### src/rtl/panel_ctrl_pkg.sv
// panel geometry, frame RAM address widths
// controller state and command opcode enums
`default_nettype none

package panel_ctrl_pkg;

    localparam int PIXEL_WIDTH = 64;
    localparam int PIXEL_HEIGHT = 32;
    localparam int BYTES_PER_PIXEL = 2;
    localparam int BRIGHTNESS_LEVELS = 6;

    localparam int ROW_BITS = $clog2(PIXEL_HEIGHT);
    localparam int COL_BITS = $clog2(PIXEL_WIDTH);
    localparam int PIXSEL_BITS = $clog2(BYTES_PER_PIXEL);

    // byte address is {row, column, byte select}
    localparam int ADDR_BITS = ROW_BITS + COL_BITS + PIXSEL_BITS;
    localparam int RAM_DEPTH = PIXEL_WIDTH * PIXEL_HEIGHT * BYTES_PER_PIXEL;

    typedef enum logic [1:0] {
        STATE_IDLE,
        STATE_READ_BRIGHTNESS,
        STATE_BLANK_PANEL,
        STATE_READ_PIXEL
    } ctrl_state_e;

    // command bytes, ascii coded
    typedef enum logic [7:0] {
        OP_RED_ON          = 8'h52,
        OP_RED_OFF         = 8'h72,
        OP_GREEN_ON        = 8'h47,
        OP_GREEN_OFF       = 8'h67,
        OP_BLUE_ON         = 8'h42,
        OP_BLUE_OFF        = 8'h62,
        OP_BRIGHT_ALL_OFF  = 8'h30,
        OP_BRIGHT_ALL_ON   = 8'h39,
        OP_READ_BRIGHTNESS = 8'h54,
        OP_BLANK_PANEL     = 8'h5A,
        OP_READ_PIXEL      = 8'h50
    } cmd_opcode_e;

endpackage

`default_nettype wire

### src/rtl/cmd_blankpanel.sv
// blank engine: sweeps every frame RAM byte address, one write per cycle
`timescale 1ns/1ps
`default_nettype none

module cmd_blankpanel (
    input  logic                               clk_in,
    input  logic                               reset,
    input  panel_ctrl_pkg::ctrl_state_e        cmd_state,
    output logic [panel_ctrl_pkg::ADDR_BITS-1:0] blank_address,
    output logic                               blank_write_enable,
    output logic                               blank_done
);
    import panel_ctrl_pkg::*;

    logic active;

    assign active = (cmd_state == STATE_BLANK_PANEL);

    // address counter doubles as the output
    always_ff @(posedge clk_in) begin
        if (reset) begin
            blank_address <= '0;
        end else if (active) begin
            blank_address <= blank_address + 1'b1;
        end else begin
            blank_address <= '0;
        end
    end

    assign blank_write_enable = active;

    // last address written this cycle
    assign blank_done = active && (blank_address == ADDR_BITS'(RAM_DEPTH - 1));

endmodule

`default_nettype wire

### src/rtl/cmd_dispatch.sv
// command dispatcher: idle byte decoder, command state register,
// rgb and brightness enable registers
`timescale 1ns/1ps
`default_nettype none

module cmd_dispatch (
    input  logic                                       clk_in,
    input  logic                                       reset,
    input  logic [7:0]                                 data_rx,
    input  logic                                       data_ready_n,
    input  logic                                       blank_done,
    input  logic                                       pixel_done,
    output panel_ctrl_pkg::ctrl_state_e                cmd_state,
    output logic [2:0]                                 rgb_enable,
    output logic [panel_ctrl_pkg::BRIGHTNESS_LEVELS-1:0] brightness_enable,
    output logic                                       busy,
    output logic                                       ready_for_data
);
    import panel_ctrl_pkg::*;

    logic        accept;
    cmd_opcode_e opcode;
    logic        is_toggle;
    logic [2:0]  toggle_bit;

    // blank engine owns every cycle, so hold off the sender
    assign ready_for_data = (cmd_state != STATE_BLANK_PANEL);
    assign busy = (cmd_state != STATE_IDLE);
    assign accept = ~data_ready_n & ready_for_data;

    assign opcode = cmd_opcode_e'(data_rx);

    // digit n toggles bit 6-n
    assign is_toggle = (data_rx >= 8'h31) && (data_rx <= 8'h36);
    assign toggle_bit = 3'(BRIGHTNESS_LEVELS) - data_rx[2:0];

    always_ff @(posedge clk_in) begin
        if (reset) begin
            cmd_state <= STATE_IDLE;
            rgb_enable <= 3'b111;
            brightness_enable <= '1;
        end else begin
            case (cmd_state)
                STATE_IDLE: begin
                    if (accept) begin
                        case (opcode)
                            OP_RED_ON: begin
                                rgb_enable[0] <= 1'b1;
                            end
                            OP_RED_OFF: begin
                                rgb_enable[0] <= 1'b0;
                            end
                            OP_GREEN_ON: begin
                                rgb_enable[1] <= 1'b1;
                            end
                            OP_GREEN_OFF: begin
                                rgb_enable[1] <= 1'b0;
                            end
                            OP_BLUE_ON: begin
                                rgb_enable[2] <= 1'b1;
                            end
                            OP_BLUE_OFF: begin
                                rgb_enable[2] <= 1'b0;
                            end
                            OP_BRIGHT_ALL_OFF: begin
                                brightness_enable <= '0;
                            end
                            OP_BRIGHT_ALL_ON: begin
                                brightness_enable <= '1;
                            end
                            OP_READ_BRIGHTNESS: begin
                                cmd_state <= STATE_READ_BRIGHTNESS;
                            end
                            OP_BLANK_PANEL: begin
                                cmd_state <= STATE_BLANK_PANEL;
                            end
                            OP_READ_PIXEL: begin
                                cmd_state <= STATE_READ_PIXEL;
                            end
                            default: begin
                                // anything else that is not a digit is dropped
                                if (is_toggle) begin
                                    brightness_enable[toggle_bit] <=
                                        ~brightness_enable[toggle_bit];
                                end
                            end
                        endcase
                    end
                end
                STATE_READ_BRIGHTNESS: begin
                    if (accept) begin
                        brightness_enable <= data_rx[BRIGHTNESS_LEVELS-1:0];
                        cmd_state <= STATE_IDLE;
                    end
                end
                STATE_BLANK_PANEL: begin
                    if (blank_done) begin
                        cmd_state <= STATE_IDLE;
                    end
                end
                STATE_READ_PIXEL: begin
                    if (pixel_done) begin
                        cmd_state <= STATE_IDLE;
                    end
                end
                default: begin
                    cmd_state <= STATE_IDLE;
                end
            endcase
        end
    end

endmodule

`default_nettype wire

### src/rtl/cmd_readpixel.sv
// pixel engine: takes row, column and two colour bytes,
// writes the colour bytes to the frame RAM
`timescale 1ns/1ps
`default_nettype none

module cmd_readpixel (
    input  logic                               clk_in,
    input  logic                               reset,
    input  panel_ctrl_pkg::ctrl_state_e        cmd_state,
    input  logic [7:0]                         data_rx,
    input  logic                               data_ready_n,
    output logic [panel_ctrl_pkg::ADDR_BITS-1:0] pixel_address,
    output logic [7:0]                         pixel_data,
    output logic                               pixel_write_enable,
    output logic                               pixel_done
);
    import panel_ctrl_pkg::*;

    logic                   accept;
    logic [1:0]             byte_pos;
    logic [ROW_BITS-1:0]    row;
    logic [COL_BITS-1:0]    col;
    logic [PIXSEL_BITS-1:0] pixsel;

    assign accept = (cmd_state == STATE_READ_PIXEL) && ~data_ready_n;

    // 0 row, 1 column, 2 and 3 colour bytes
    always_ff @(posedge clk_in) begin
        if (reset || pixel_done) begin
            byte_pos <= '0;
        end else if (accept) begin
            byte_pos <= byte_pos + 1'b1;
        end
    end

    always_ff @(posedge clk_in) begin
        if (reset) begin
            pixel_write_enable <= 1'b0;
            pixel_done <= 1'b0;
        end else begin
            pixel_write_enable <= accept && byte_pos[1];
            pixel_done <= accept && (byte_pos == 2'd3);
        end
    end

    always_ff @(posedge clk_in) begin
        if (accept) begin
            case (byte_pos)
                2'd0: row <= data_rx[ROW_BITS-1:0];
                2'd1: col <= data_rx[COL_BITS-1:0];
                default: begin
                    pixel_data <= data_rx;
                    // first colour byte goes to the high byte select
                    pixsel <= ~byte_pos[PIXSEL_BITS-1:0];
                end
            endcase
        end
    end

    assign pixel_address = {row, col, pixsel};

endmodule

`default_nettype wire

### src/rtl/panel_ctrl_top.sv
// LED panel command controller top: dispatcher, blank and pixel engines,
// frame RAM write port mux
`timescale 1ns/1ps
`default_nettype none

module panel_ctrl_top (
    input  logic                                       clk_in,
    input  logic                                       reset,
    input  logic [7:0]                                 data_rx,
    input  logic                                       data_ready_n,
    output logic [2:0]                                 rgb_enable,
    output logic [panel_ctrl_pkg::BRIGHTNESS_LEVELS-1:0] brightness_enable,
    output logic [panel_ctrl_pkg::ADDR_BITS-1:0]         ram_address,
    output logic [7:0]                                 ram_data_out,
    output logic                                       ram_write_enable,
    output logic                                       busy,
    output logic                                       ready_for_data
);
    import panel_ctrl_pkg::*;

    ctrl_state_e          cmd_state;
    logic [ADDR_BITS-1:0] blank_address;
    logic                 blank_write_enable;
    logic                 blank_done;
    logic [ADDR_BITS-1:0] pixel_address;
    logic [7:0]           pixel_data;
    logic                 pixel_write_enable;
    logic                 pixel_done;

    cmd_dispatch dispatch0 (
        .clk_in            (clk_in),
        .reset             (reset),
        .data_rx           (data_rx),
        .data_ready_n      (data_ready_n),
        .blank_done        (blank_done),
        .pixel_done        (pixel_done),
        .cmd_state         (cmd_state),
        .rgb_enable        (rgb_enable),
        .brightness_enable (brightness_enable),
        .busy              (busy),
        .ready_for_data    (ready_for_data)
    );

    cmd_blankpanel blank0 (
        .clk_in             (clk_in),
        .reset              (reset),
        .cmd_state          (cmd_state),
        .blank_address      (blank_address),
        .blank_write_enable (blank_write_enable),
        .blank_done         (blank_done)
    );

    cmd_readpixel pixel0 (
        .clk_in             (clk_in),
        .reset              (reset),
        .cmd_state          (cmd_state),
        .data_rx            (data_rx),
        .data_ready_n       (data_ready_n),
        .pixel_address      (pixel_address),
        .pixel_data         (pixel_data),
        .pixel_write_enable (pixel_write_enable),
        .pixel_done         (pixel_done)
    );

    // RAM port follows the active engine, quiet otherwise
    always_comb begin
        ram_address = '0;
        ram_data_out = 8'h00;
        ram_write_enable = 1'b0;
        case (cmd_state)
            STATE_BLANK_PANEL: begin
                ram_address = blank_address;
                ram_write_enable = blank_write_enable;
            end
            STATE_READ_PIXEL: begin
                ram_address = pixel_address;
                ram_data_out = pixel_data;
                ram_write_enable = pixel_write_enable;
            end
            default: begin
            end
        endcase
    end

endmodule

`default_nettype wire

### config.mk
export PLATFORM = sky130hd
export DESIGN_NAME = panel_ctrl_top
export DESIGN_NICKNAME = d
export VERILOG_FILES = /design/src/rtl/panel_ctrl_pkg.sv /design/src/rtl/cmd_blankpanel.sv /design/src/rtl/cmd_dispatch.sv /design/src/rtl/cmd_readpixel.sv /design/src/rtl/panel_ctrl_top.sv
export SDC_FILE = /design/constraint.sdc
export NUM_CORES = 1
export LEC_CHECK = 0
export BUFFER_PORTS_ARGS = -buffer_cell sky130_fd_sc_hd__clkbuf_2
export CORE_ASPECT_RATIO = 0.7
export CORE_MARGIN = 2
export CORE_UTILIZATION = 60
export DETAILED_ROUTE_END_ITERATION = 8
export PLACE_DENSITY = 0.84
export SETUP_SLACK_MARGIN = 0.2
export SYNTH_ARGS = -nofsm -noshare
export SYNTH_HDL_FRONTEND = slang
export SYNTH_HIERARCHICAL = 1
export SYNTH_SLANG_ARGS = --single-unit
### constraint.sdc
create_clock -name clk_in -period 3.7 [get_ports clk_in]
set_input_delay 0.555 -clock clk_in [delete_from_list [all_inputs] [get_ports clk_in]]
set_output_delay 0.555 -clock clk_in [all_outputs]
set_load 0.01 [all_outputs]
==> results of run 1 <==
==> cell type report <==
class / count / area share (%)
inverters: 10 / 1.30
clock inverters: 3 / 1.34
multi-input cells: 184 / 45.3
well taps: 52 / 2.25
repair buffers: 45 / 8.04
clock buffers: 5 / 2.38
flip-flops and latches: 47 / 39.4
==> routing by layer <==
| layer | vias up | share of wire [%] | track usage [%] |
|---|---|---|---|
| met2 | 116 | 42 | 37.0 |
| li1 | 1029 | - | - |
| met5 | - | 0 | 0 |
| met4 | 0 | 2.2 | 10.7 |
| met3 | 14 | 8.4 | 5.52 |
| met1 | 997 | 47 | 39.7 |
==> kinds of logic after synthesis <==
family | Yosys count | synth area share [%]
buf+inv | 24 | 4.53
mux | 20 | 8.28
flops | 47 | 44.4
simple gates | 104 | 24.1
compound gates | 46 | 12.5
fa+ha+maj | 9 | 4.39
xor+xnor | 5 | 1.71
==> layout by cell type, fill, tap and decap left out, drive strengths merged, types with 8 or more instances in the layout <==
cell,count
o21ai,9
inv,10
edfxtp,20
dfxtp,27
mux2i,16
ha,9
nor2b,16
clkbuf,47
a21oi,9
nor2,14
nand2,11
and3,8
==> worst max-delay path: stages, from the launching register on <==
cell and delay [ns]:
dfxtp_1 0.51, buf_4 0.31, nor3_1 0.33, nand4b_1 0.23, o311a_4 0.46, o32ai_1 0.31
o21ai_1 0.11
==> flip-flops by register name (all words and copies together), names as in the netlist <==
name / cells
blank0/blank_address: 12
dispatch0/brightness_enable: 6
dispatch0/cmd_state: 2
dispatch0/rgb_enable: 3
pixel0/byte_pos: 2
pixel0/col: 6
pixel0/pixel_data: 8
pixel0/pixel_done: 1
pixel0/pixel_write_enable: 1
pixel0/pixsel: 1
pixel0/row: 5
==> per-stage QoR <==
stage	utilization [%]	cells	setup WS (ns)	hold WS (ns)
2_1_floorplan	-	255	1.51	0.441
3_3_place_gp	69.4	338	1.25	0.447
3_5_place_dp	69.4	338	1.18	0.456
4_1_cts	72.0	346	1.31	0.478
5_1_grt	72.0	346	1.15	0.494
6_report	72.0	346	1.30	0.476
==> worst paths after layout <==
check / from / endpoint / slack, ns / cells after the start
worst max register to register: dispatch0/cmd_state[0] / dispatch0/brightness_enable[3] / 1.30 / 6
worst min-delay path: dispatch0/rgb_enable[0] / dispatch0/rgb_enable[0] / 0.48 / 1
worst min register to register: dispatch0/rgb_enable[0] / dispatch0/rgb_enable[0] / 0.48 / 1
worst max-delay path: dispatch0/cmd_state[0] / dispatch0/brightness_enable[3] / 1.30 / 6
==> Yosys cell counts (4+ instances only) <==
library cell  instances
mux2i_1              16
and3_1                8
o32ai_1               7
o31ai_1               4
nand3_1               6
or3_1                 4
o21ai_1               6
nor3b_1               5
a21oi_1               9
nand2_1              11
nor2_1               14
o22ai_1               6
nand2b_1              6
clkbuf_1              6
or4_1                 4
nand4_1               4
inv_1                10
ha_1                  9
nor3_1                7
nor2b_1              16
edfxtp_1             20
dfxtp_1              27
==> power by group through the flow <==
stage	sequential [uW]	clock (uW)	combinational (uW)
after global routing	540	392	66.8
after global placement	552	0	57.8
after floorplan	552	0	36.6
final	540	365	61.1
after CTS	540	371	59.0
after detailed placement	552	0	58.7
==> reports/qor.csv, run 1 <==
stage,metric,value,unit
placement,post-DP HPWL,4410,um
yosys,synthesized cell area,2570,um^2
yosys,share of the synthesized area in the top cell type,23.4,%
finish,filler cell count,321,
finish,Layout area overhead,12.7,%
timing,Slew HR,42.4,%
power_and_ir_drop,internal power,757,uW
timing,Worst Tran Pin Value,0.861,ns
floorplan,DIE AREA,4830,um^2
cts,postcts setup bufs,0,
grt,initial antenna violation count,0,
yosys,"top cells by area, synth","edfxtp_1 23%, dfxtp_1 21%, mux2i_1 6.2%, ha_1 4.4%, nor2b_1 3.9%",
power_and_ir_drop,"Power, Total",966,uW
worst_setup_path,critical path class,reg -> reg,
grt,GR Util All Layers,26.4,%
worst_setup_path,CP max FO,16,
cts,Worst-path clk slew,0.09,ns
cts,clock buffer depth,2,
worst_setup_path,Worst EP arrival,2.57,ns
worst_setup_path,Critical Path Sink Type,register,
timing,final setup TNS,0,ns
floorplan,Core Area,4020,um^2
routing,Detail Route Antenna Nets,0,
floorplan,num ports,43,
grt,grt ovf,0,
routing,Vias/cell,6.23,
placement,Port Buffer Count,42,
floorplan,effective utilization at floorplan,63.9,%
timing,period utilisation layout,65.0,%
run_status,status,"complete, no violations",
yosys,synth warn,6,
finish,Reg area,1140,um^2
yosys,Syn Inst Count,255,
routing,Avg WL per Cell,17.2,um
grt,vias in the first global route,1969,
cts,Clock Latency Late Sink,0.30,ns
routing,First-pass DRT Iterations,5,
cts,CTS buffer count,5,
timing,final hold vios,0,
cts,root buffer cell,clkbuf_8,
timing,clk_skew,0.00572,ns
cts,cts repair resizes,0,
timing,final setup vio count,0,
timing,final max-slew violation count,0,
finish,Final Net Count,313,
yosys,syn_nets,275,
yosys,syn avg cell area,10.1,um^2
timing,fin crit period,2.40,ns
timing,Fmax,416,MHz
routing,# DRC,0,
routing,routed via count,2156,
finish,Ant. Diodes,0,
power_and_ir_drop,Comb power frac,6.3,%
worst_setup_path,critical path data required time,3.86,ns
yosys,"EDFF count, synth",20,
placement,placed instance area,2790,um^2
yosys,post-synthesis sequential area ratio,44.4,%
floorplan,Die Width,82.2,um
worst_setup_path,Startpoint Class,register,
routing,final wirelength,5950,um
finish,"Design Area, Final",2890,um^2
power_and_ir_drop,Pwr per Cell Area,334,nW/um^2
power_and_ir_drop,Static Leak,0.00102,uW
yosys,synthesized flop and latch total,47,
yosys,"Top FF cell, synth",dfxtp_1,
routing,Iteration-0 DRC Markers,125,
power_and_ir_drop,Psw,209,uW
yosys,Unique masters post-synth,49,
yosys,dominant cell type by area after synthesis,edfxtp_1,
cts,Post-CTS Hold Buffers,0,
floorplan,num rows,19,
power_and_ir_drop,Seq pwr share,55.9,%
timing,RSZ-0062 raised after global routing,false,
cts,CTS tree,done,
power_and_ir_drop,Clk pwr share,37.8,%
job,max_cap viols,0,
cts,Sink Count,47,
grt,first-pass GRT wire length,9580,um
finish,area taken by multi-input logic gates,1310,um^2
min_path,worst min-delay path class,reg -> reg,
grt,largest net degree at the start of global routing,33,
finish,share of cells above drive strength 1,21.1,%
power_and_ir_drop,switching part of the total,21.7,%
power_and_ir_drop,maximum vdd drop,0.225,mV
floorplan,Die H,58.7,um
cts,H-tree levels,2,
placement,routability cong.,0.960,
yosys,"Async S/R FF share, synth",0,%
(Power assumes the default switching activity.)
==> run 2, diff against run 1 <==
- CORE_UTILIZATION: 60 -> 51
- PLACE_DENSITY: 0.84 -> 0.76
- clock period: 3.7 -> 2.1 ns (I/O delays scaled with it)
==> run 2 against run 1 <==
  * Final cell count up 7.8%
  * Flip-flop and latch count unchanged
  * Via count fell by 3.8%
  * Critical path type is now reg -> out
  * Die area up 17%
  * Clock skew grew 0.011 ns
  * Combinational power increased by 93%
  * Critical endpoint is now ram_write_enable
==> reports/qor.csv, run 2 (synthesis gave the netlist of run 1 again) <==
stage,metric,value,unit
floorplan,num ports,43,
worst_setup_path,Startpoint Class,register,
placement,Port Buffer Count,42,
power_and_ir_drop,Clk pwr share,38.4,%
power_and_ir_drop,maximum vdd drop,0.334,mV
worst_setup_path,Worst EP arrival,1.49,ns
power_and_ir_drop,Comb power frac,6.8,%
power_and_ir_drop,Seq pwr share,54.8,%
worst_setup_path,critical path class,reg -> out,
routing,First-pass DRT Iterations,4,
timing,setup ws final,0.292,ns
power_and_ir_drop,Static Leak,0.00106,uW
routing,routed via count,2075,
finish,share of cells above drive strength 1,25.7,%
timing,final hold vios,0,
finish,register with the most flip-flops,blank0/blank_address,
timing,fin crit period,1.81,ns
finish,Final Net Count,323,
routing,# DRC,0,
finish,Largest regs,"blank0/blank_address (12), pixel0/pixel_data (8)",
cts,root buffer cell,clkbuf_8,
timing,clk_skew,0.0172,ns
grt,vias in the first global route,1884,
cts,clock buffer depth,2,
grt,initial antenna violation count,0,
power_and_ir_drop,Psw,386,uW
timing,final setup vio count,0,
placement,routability cong.,0.938,
grt,grt ovf,0,
finish,"most common cell after layout, fill and taps aside",clkbuf_2,
finish,most frequent cells in the layout,"42 x clkbuf_2, 26 x dfxtp_1, 20 x edfxtp_1",
timing,Fmax,553,MHz
run_status,status,"complete, no violations",
floorplan,Die H,63.4,um
finish,max reg flops,12,
timing,final setup TNS,0,ns
cts,Worst-path clk slew,0.09,ns
timing,Worst Tran Pin Value,0.497,ns
timing,RSZ-0062 raised after global routing,false,
power_and_ir_drop,switching part of the total,22.3,%
grt,first-pass GRT wire length,9200,um
worst_setup_path,Critical Path Sink Type,output port,
floorplan,Die Width,88.8,um
timing,final max-slew violation count,0,
worst_setup_path,CP max FO,17,
power_and_ir_drop,internal power,1350,uW
finish,filler cell count,404,
timing,period utilisation layout,86.1,%
job,max_cap viols,0,
routing,Vias/cell,5.56,
placement,DP Cell Count,365,
floorplan,effective utilization at floorplan,53.4,%
timing,Slew HR,66.9,%
floorplan,DIE AREA,5630,um^2
cts,CTS buffer count,5,
cts,H-tree levels,2,
cts,postcts setup bufs,0,
placement,dpl ws,0.114,ns
finish,Non-Filler Instances,373,
routing,Avg WL per Cell,15.8,um
cts,CTS tree,done,
cts,Post-CTS Hold Buffers,0,
power_and_ir_drop,Pwr per Cell Area,573,nW/um^2
placement,post-DP HPWL,4290,um
worst_setup_path,critical path data required time,1.78,ns
placement,placed instance area,2890,um^2
grt,largest net degree at the start of global routing,25,
finish,Reg area,1140,um^2
finish,area taken by multi-input logic gates,1340,um^2
finish,Layout area overhead,17.8,%
min_path,worst min-delay path class,in -> reg,
routing,Iteration-0 DRC Markers,181,
finish,Ant. Diodes,0,
cts,Sink Count,47,
finish,"Design Area, Final",3020,um^2
routing,Detail Route Antenna Nets,0,
floorplan,Core Area,4810,um^2
routing,final wirelength,5880,um
floorplan,num rows,21,
cts,Clock Latency Late Sink,0.31,ns
grt,GR Util All Layers,21.3,%
run 2: worst max-delay path, stage by stage (launching register included):
cell	delay, ns
dfxtp_1	0.41
buf_4	0.22
nor2b_2	0.21
mux2i_1	0.10
nor2b_1	0.12
clkbuf_2	0.13
run 2: area by class of cell:
type                       count  share of cell area, %
inverter                      10                   1.24
multi-input combinational    184                   44.2
clock buffer                   6                   2.40
tap                           69                   2.85
sequential                    47                   37.8
timing repair buffer          55                   10.3
clock inverter                 2                   1.24
run 2: repair_timing:
item,CTS,global route
gates resized for setup,1,5
pin swaps,0,1
setup endpoints to repair,2,13
run 2: worst paths after layout:
path / to / slack (ns) / cells after the start / from
setup reg to reg: dispatch0/brightness_enable[1] / 0.34 / 5 / dispatch0/cmd_state[1]
setup / recovery: ram_write_enable / 0.29 / 5 / dispatch0/cmd_state[1]
hold reg to reg: dispatch0/rgb_enable[0] / 0.47 / 1 / dispatch0/rgb_enable[0]
hold / removal: pixel0/pixel_data[7] / 0.27 / 1 / data_rx[7]
run 2: metal layers:
layer | share of wire [%] | track usage, % | vias up
met5 | 0 | 0 | -
met4 | 0.71 | 5.30 | 0
met3 | 6.7 | 4.19 | 5
met2 | 44 | 31.1 | 68
met1 | 49 | 32.4 | 955
li1 | - | - | 1047
run 2: stage by stage:
| stage | hold slack (ns) | power [uW] | util [%] |
|---|---|---|---|
| final | 0.266 | 1730 | 62.9 |
| after floorplan | 0.391 | 1040 | - |
| after detailed placement | 0.453 | 1090 | 60.1 |
| after global routing | 0.263 | 1800 | 62.9 |
| after CTS | 0.253 | 1740 | 62.5 |
| after global placement | 0.447 | 1090 | 60.1 |
run 2: power groups by stage:
stage | sequential, uW | clock [uW] | combinational (uW)
after floorplan | 972 | 0 | 65.0
after global placement | 972 | 0 | 113
after detailed placement | 972 | 0 | 114
after CTS | 951 | 674 | 115
after global routing | 951 | 720 | 128
final | 951 | 666 | 118
==> run 3, diff against run 2 <==
- CORE_ASPECT_RATIO: 0.7 -> 1.2
- CORE_UTILIZATION: 51 -> 45
- PLACE_DENSITY: 0.76 -> 0.69
==> run 3 against run 2 <==
  * Critical path depth down 1
  * Cell area down 0.87%
  * Non-clock buffer count down 4
  * Clock skew down 0.012 ns
  * Final cell count down 2.4%
  * Register-to-register slack worse by 0.04 ns
  * First-iteration DRC count down 60%
  * Worst hold slack better by 0.027 ns
  * Combinational power down 6%
  * Clock power up 15%
  * Worst setup slack better by 0.0012 ns
  * Highest routed layer unchanged
==> reports/qor.csv, run 3 (synthesis gave the netlist of run 1 again) <==
stage,metric,value,unit
grt,GR Util All Layers,18.4,%
grt,initial antenna violation count,0,
worst_setup_path,crit-path cells,buf_6 > mux2i_1 > nor2b_1 > clkbuf_2,
placement,routability cong.,0.853,
worst_setup_path,Startpoint Class,register,
power_and_ir_drop,maximum vdd drop,0.382,mV
finish,max reg flops,12,
routing,routed via count,2054,
cts,Clock Latency Late Sink,0.29,ns
grt,vias in the first global route,1888,
floorplan,Die Width,73.0,um
timing,final hold vios,0,
grt,met1 global-route usage,23.4,%
placement,Port Buffer Count,42,
finish,Largest regs,"blank0/blank_address (12), pixel0/pixel_data (8)",
grt,met2 usage,31.7,%
timing,Worst Tran Pin Value,0.648,ns
finish,Ant. Diodes,0,
min_path,worst min-delay path class,in -> reg,
routing,Avg WL per Cell,15.4,um
cts,clock buffer depth,2,
floorplan,Core Area,5590,um^2
grt,first-pass GRT wire length,9120,um
timing,Fmax,554,MHz
cts,Worst-path clk slew,0.08,ns
timing,RSZ-0062 raised after global routing,true,
worst_setup_path,max incr delay on CP,0.46,ns
routing,# DRC,0,
timing,fin crit period,1.81,ns
floorplan,num ports,43,
grt,met3 Track Usage GR,3.02,%
cts,H-tree levels,2,
worst_setup_path,Worst EP arrival,1.49,ns
grt,grt ovf,0,
finish,Non-Filler Instances,364,
worst_setup_path,Top delay family on crit path,flip-flops,
worst_setup_path,CP max FO,25,
grt,global route hottest layer,met2,
finish,register with the most flip-flops,blank0/blank_address,
finish,Layout area overhead,16.8,%
timing,final setup TNS,0,ns
worst_setup_path,critical path data required time,1.78,ns
routing,First-pass DRT Iterations,4,
cts,CTS buffer count,5,
timing,final setup vio count,0,
cts,Sink Count,47,
floorplan,Die H,86.7,um
routing,Iteration-0 DRC Markers,72,
cts,CTS tree,done,
worst_setup_path,Critical Path Sink Type,output port,
floorplan,DIE AREA,6330,um^2
worst_setup_path,"Buf+Inv Stages, Crit Path",2,
grt,largest net degree at the start of global routing,27,
routing,Detail Route Antenna Nets,0,
timing,final max-slew violation count,0,
cts,root buffer cell,clkbuf_8,
floorplan,effective utilization at floorplan,45.9,%
placement,post-DP HPWL,4270,um
finish,"most common cell after layout, fill and taps aside",clkbuf_2,
finish,most frequent cells in the layout,"42 x clkbuf_2, 27 x dfxtp_1, 20 x edfxtp_1",
finish,share of cells above drive strength 1,23.7,%
routing,Vias/cell,5.64,
run_status,status,"complete, no violations",
cts,postcts setup bufs,0,
power_and_ir_drop,Static Leak,0.00106,uW
timing,Slew HR,56.2,%
routing,final wirelength,5610,um
finish,Final Net Count,319,
placement,DP Cell Count,356,
floorplan,num rows,30,
worst_setup_path,critical path class,reg -> out,
power_and_ir_drop,Pwr per Cell Area,611,nW/um^2
worst_setup_path,slowest CP cell,dfxtp_1,
job,max_cap viols,0,
worst_setup_path,Reg2Reg Setup Slack,0.30,ns
timing,period utilisation layout,86.0,%
timing,clk_skew,0.00561,ns
## run 3: changes by cell type in the layout (fill, tap and decap cells not counted), sizes merged
cell      before  now
bufinv         1    2
buf           13    9
clkinvlp       1    0
## run 3: routing by layer
| metal | vias up | share of wire (%) |
|---|---|---|
| met2 | 52 | 51 |
| met1 | 964 | 45 |
| met5 | - | 0 |
| met4 | 0 | 0.82 |
| li1 | 1034 | - |
| met3 | 4 | 3.2 |
## run 3: worst paths after layout
path,from,end,depth (start not counted)
max,dispatch0/cmd_state[0],ram_address[7],4
max reg2reg,dispatch0/cmd_state[0],dispatch0/rgb_enable[1],4
min,data_rx[7],pixel0/pixel_data[7],1
min reg2reg,dispatch0/rgb_enable[1],dispatch0/rgb_enable[1],1
## run 3: final cells by class
class | instances | area, um^2
Inverter | 10 | 37.5
Sequential cell | 47 | 1140
Clock buffer | 6 | 72.6
Fill cell | 537 | 2590
Tap cell | 64 | 80.1
Multi-Input combinational cell | 184 | 1330
Timing Repair Buffer | 51 | 282
Clock inverter | 2 | 60.1
## run 3: repair_timing
action                                  in CTS  in global routing
hold buffers                                 0                  0
endpoints found under the setup margin       0                 24
resized for setup                            0                  3
## run 3: where the power goes
group,leakage [uW],internal [uW],total (uW),switching [uW]
registers,0.000394,950,951,0.662
logic,0.000599,39.8,111,71.1
clock network,0.0000654,476,769,293
total,0.00106,1470,1830,365
## run 3: through the flow
step                      util, %  setup WS [ns]  power [uW]  hold WS [ns]  instance area [um^2]
after floorplan                 -          0.210        1040         0.391                  2570
after detailed placement     51.0          0.110        1080         0.450                  2850
after CTS                    53.4          0.251        1840         0.279                  2990
after global placement       51.0          0.180        1080         0.445                  2850
after global routing         53.6          0.207        1890         0.299                  3000
final                        53.6          0.294        1830         0.293                  3000
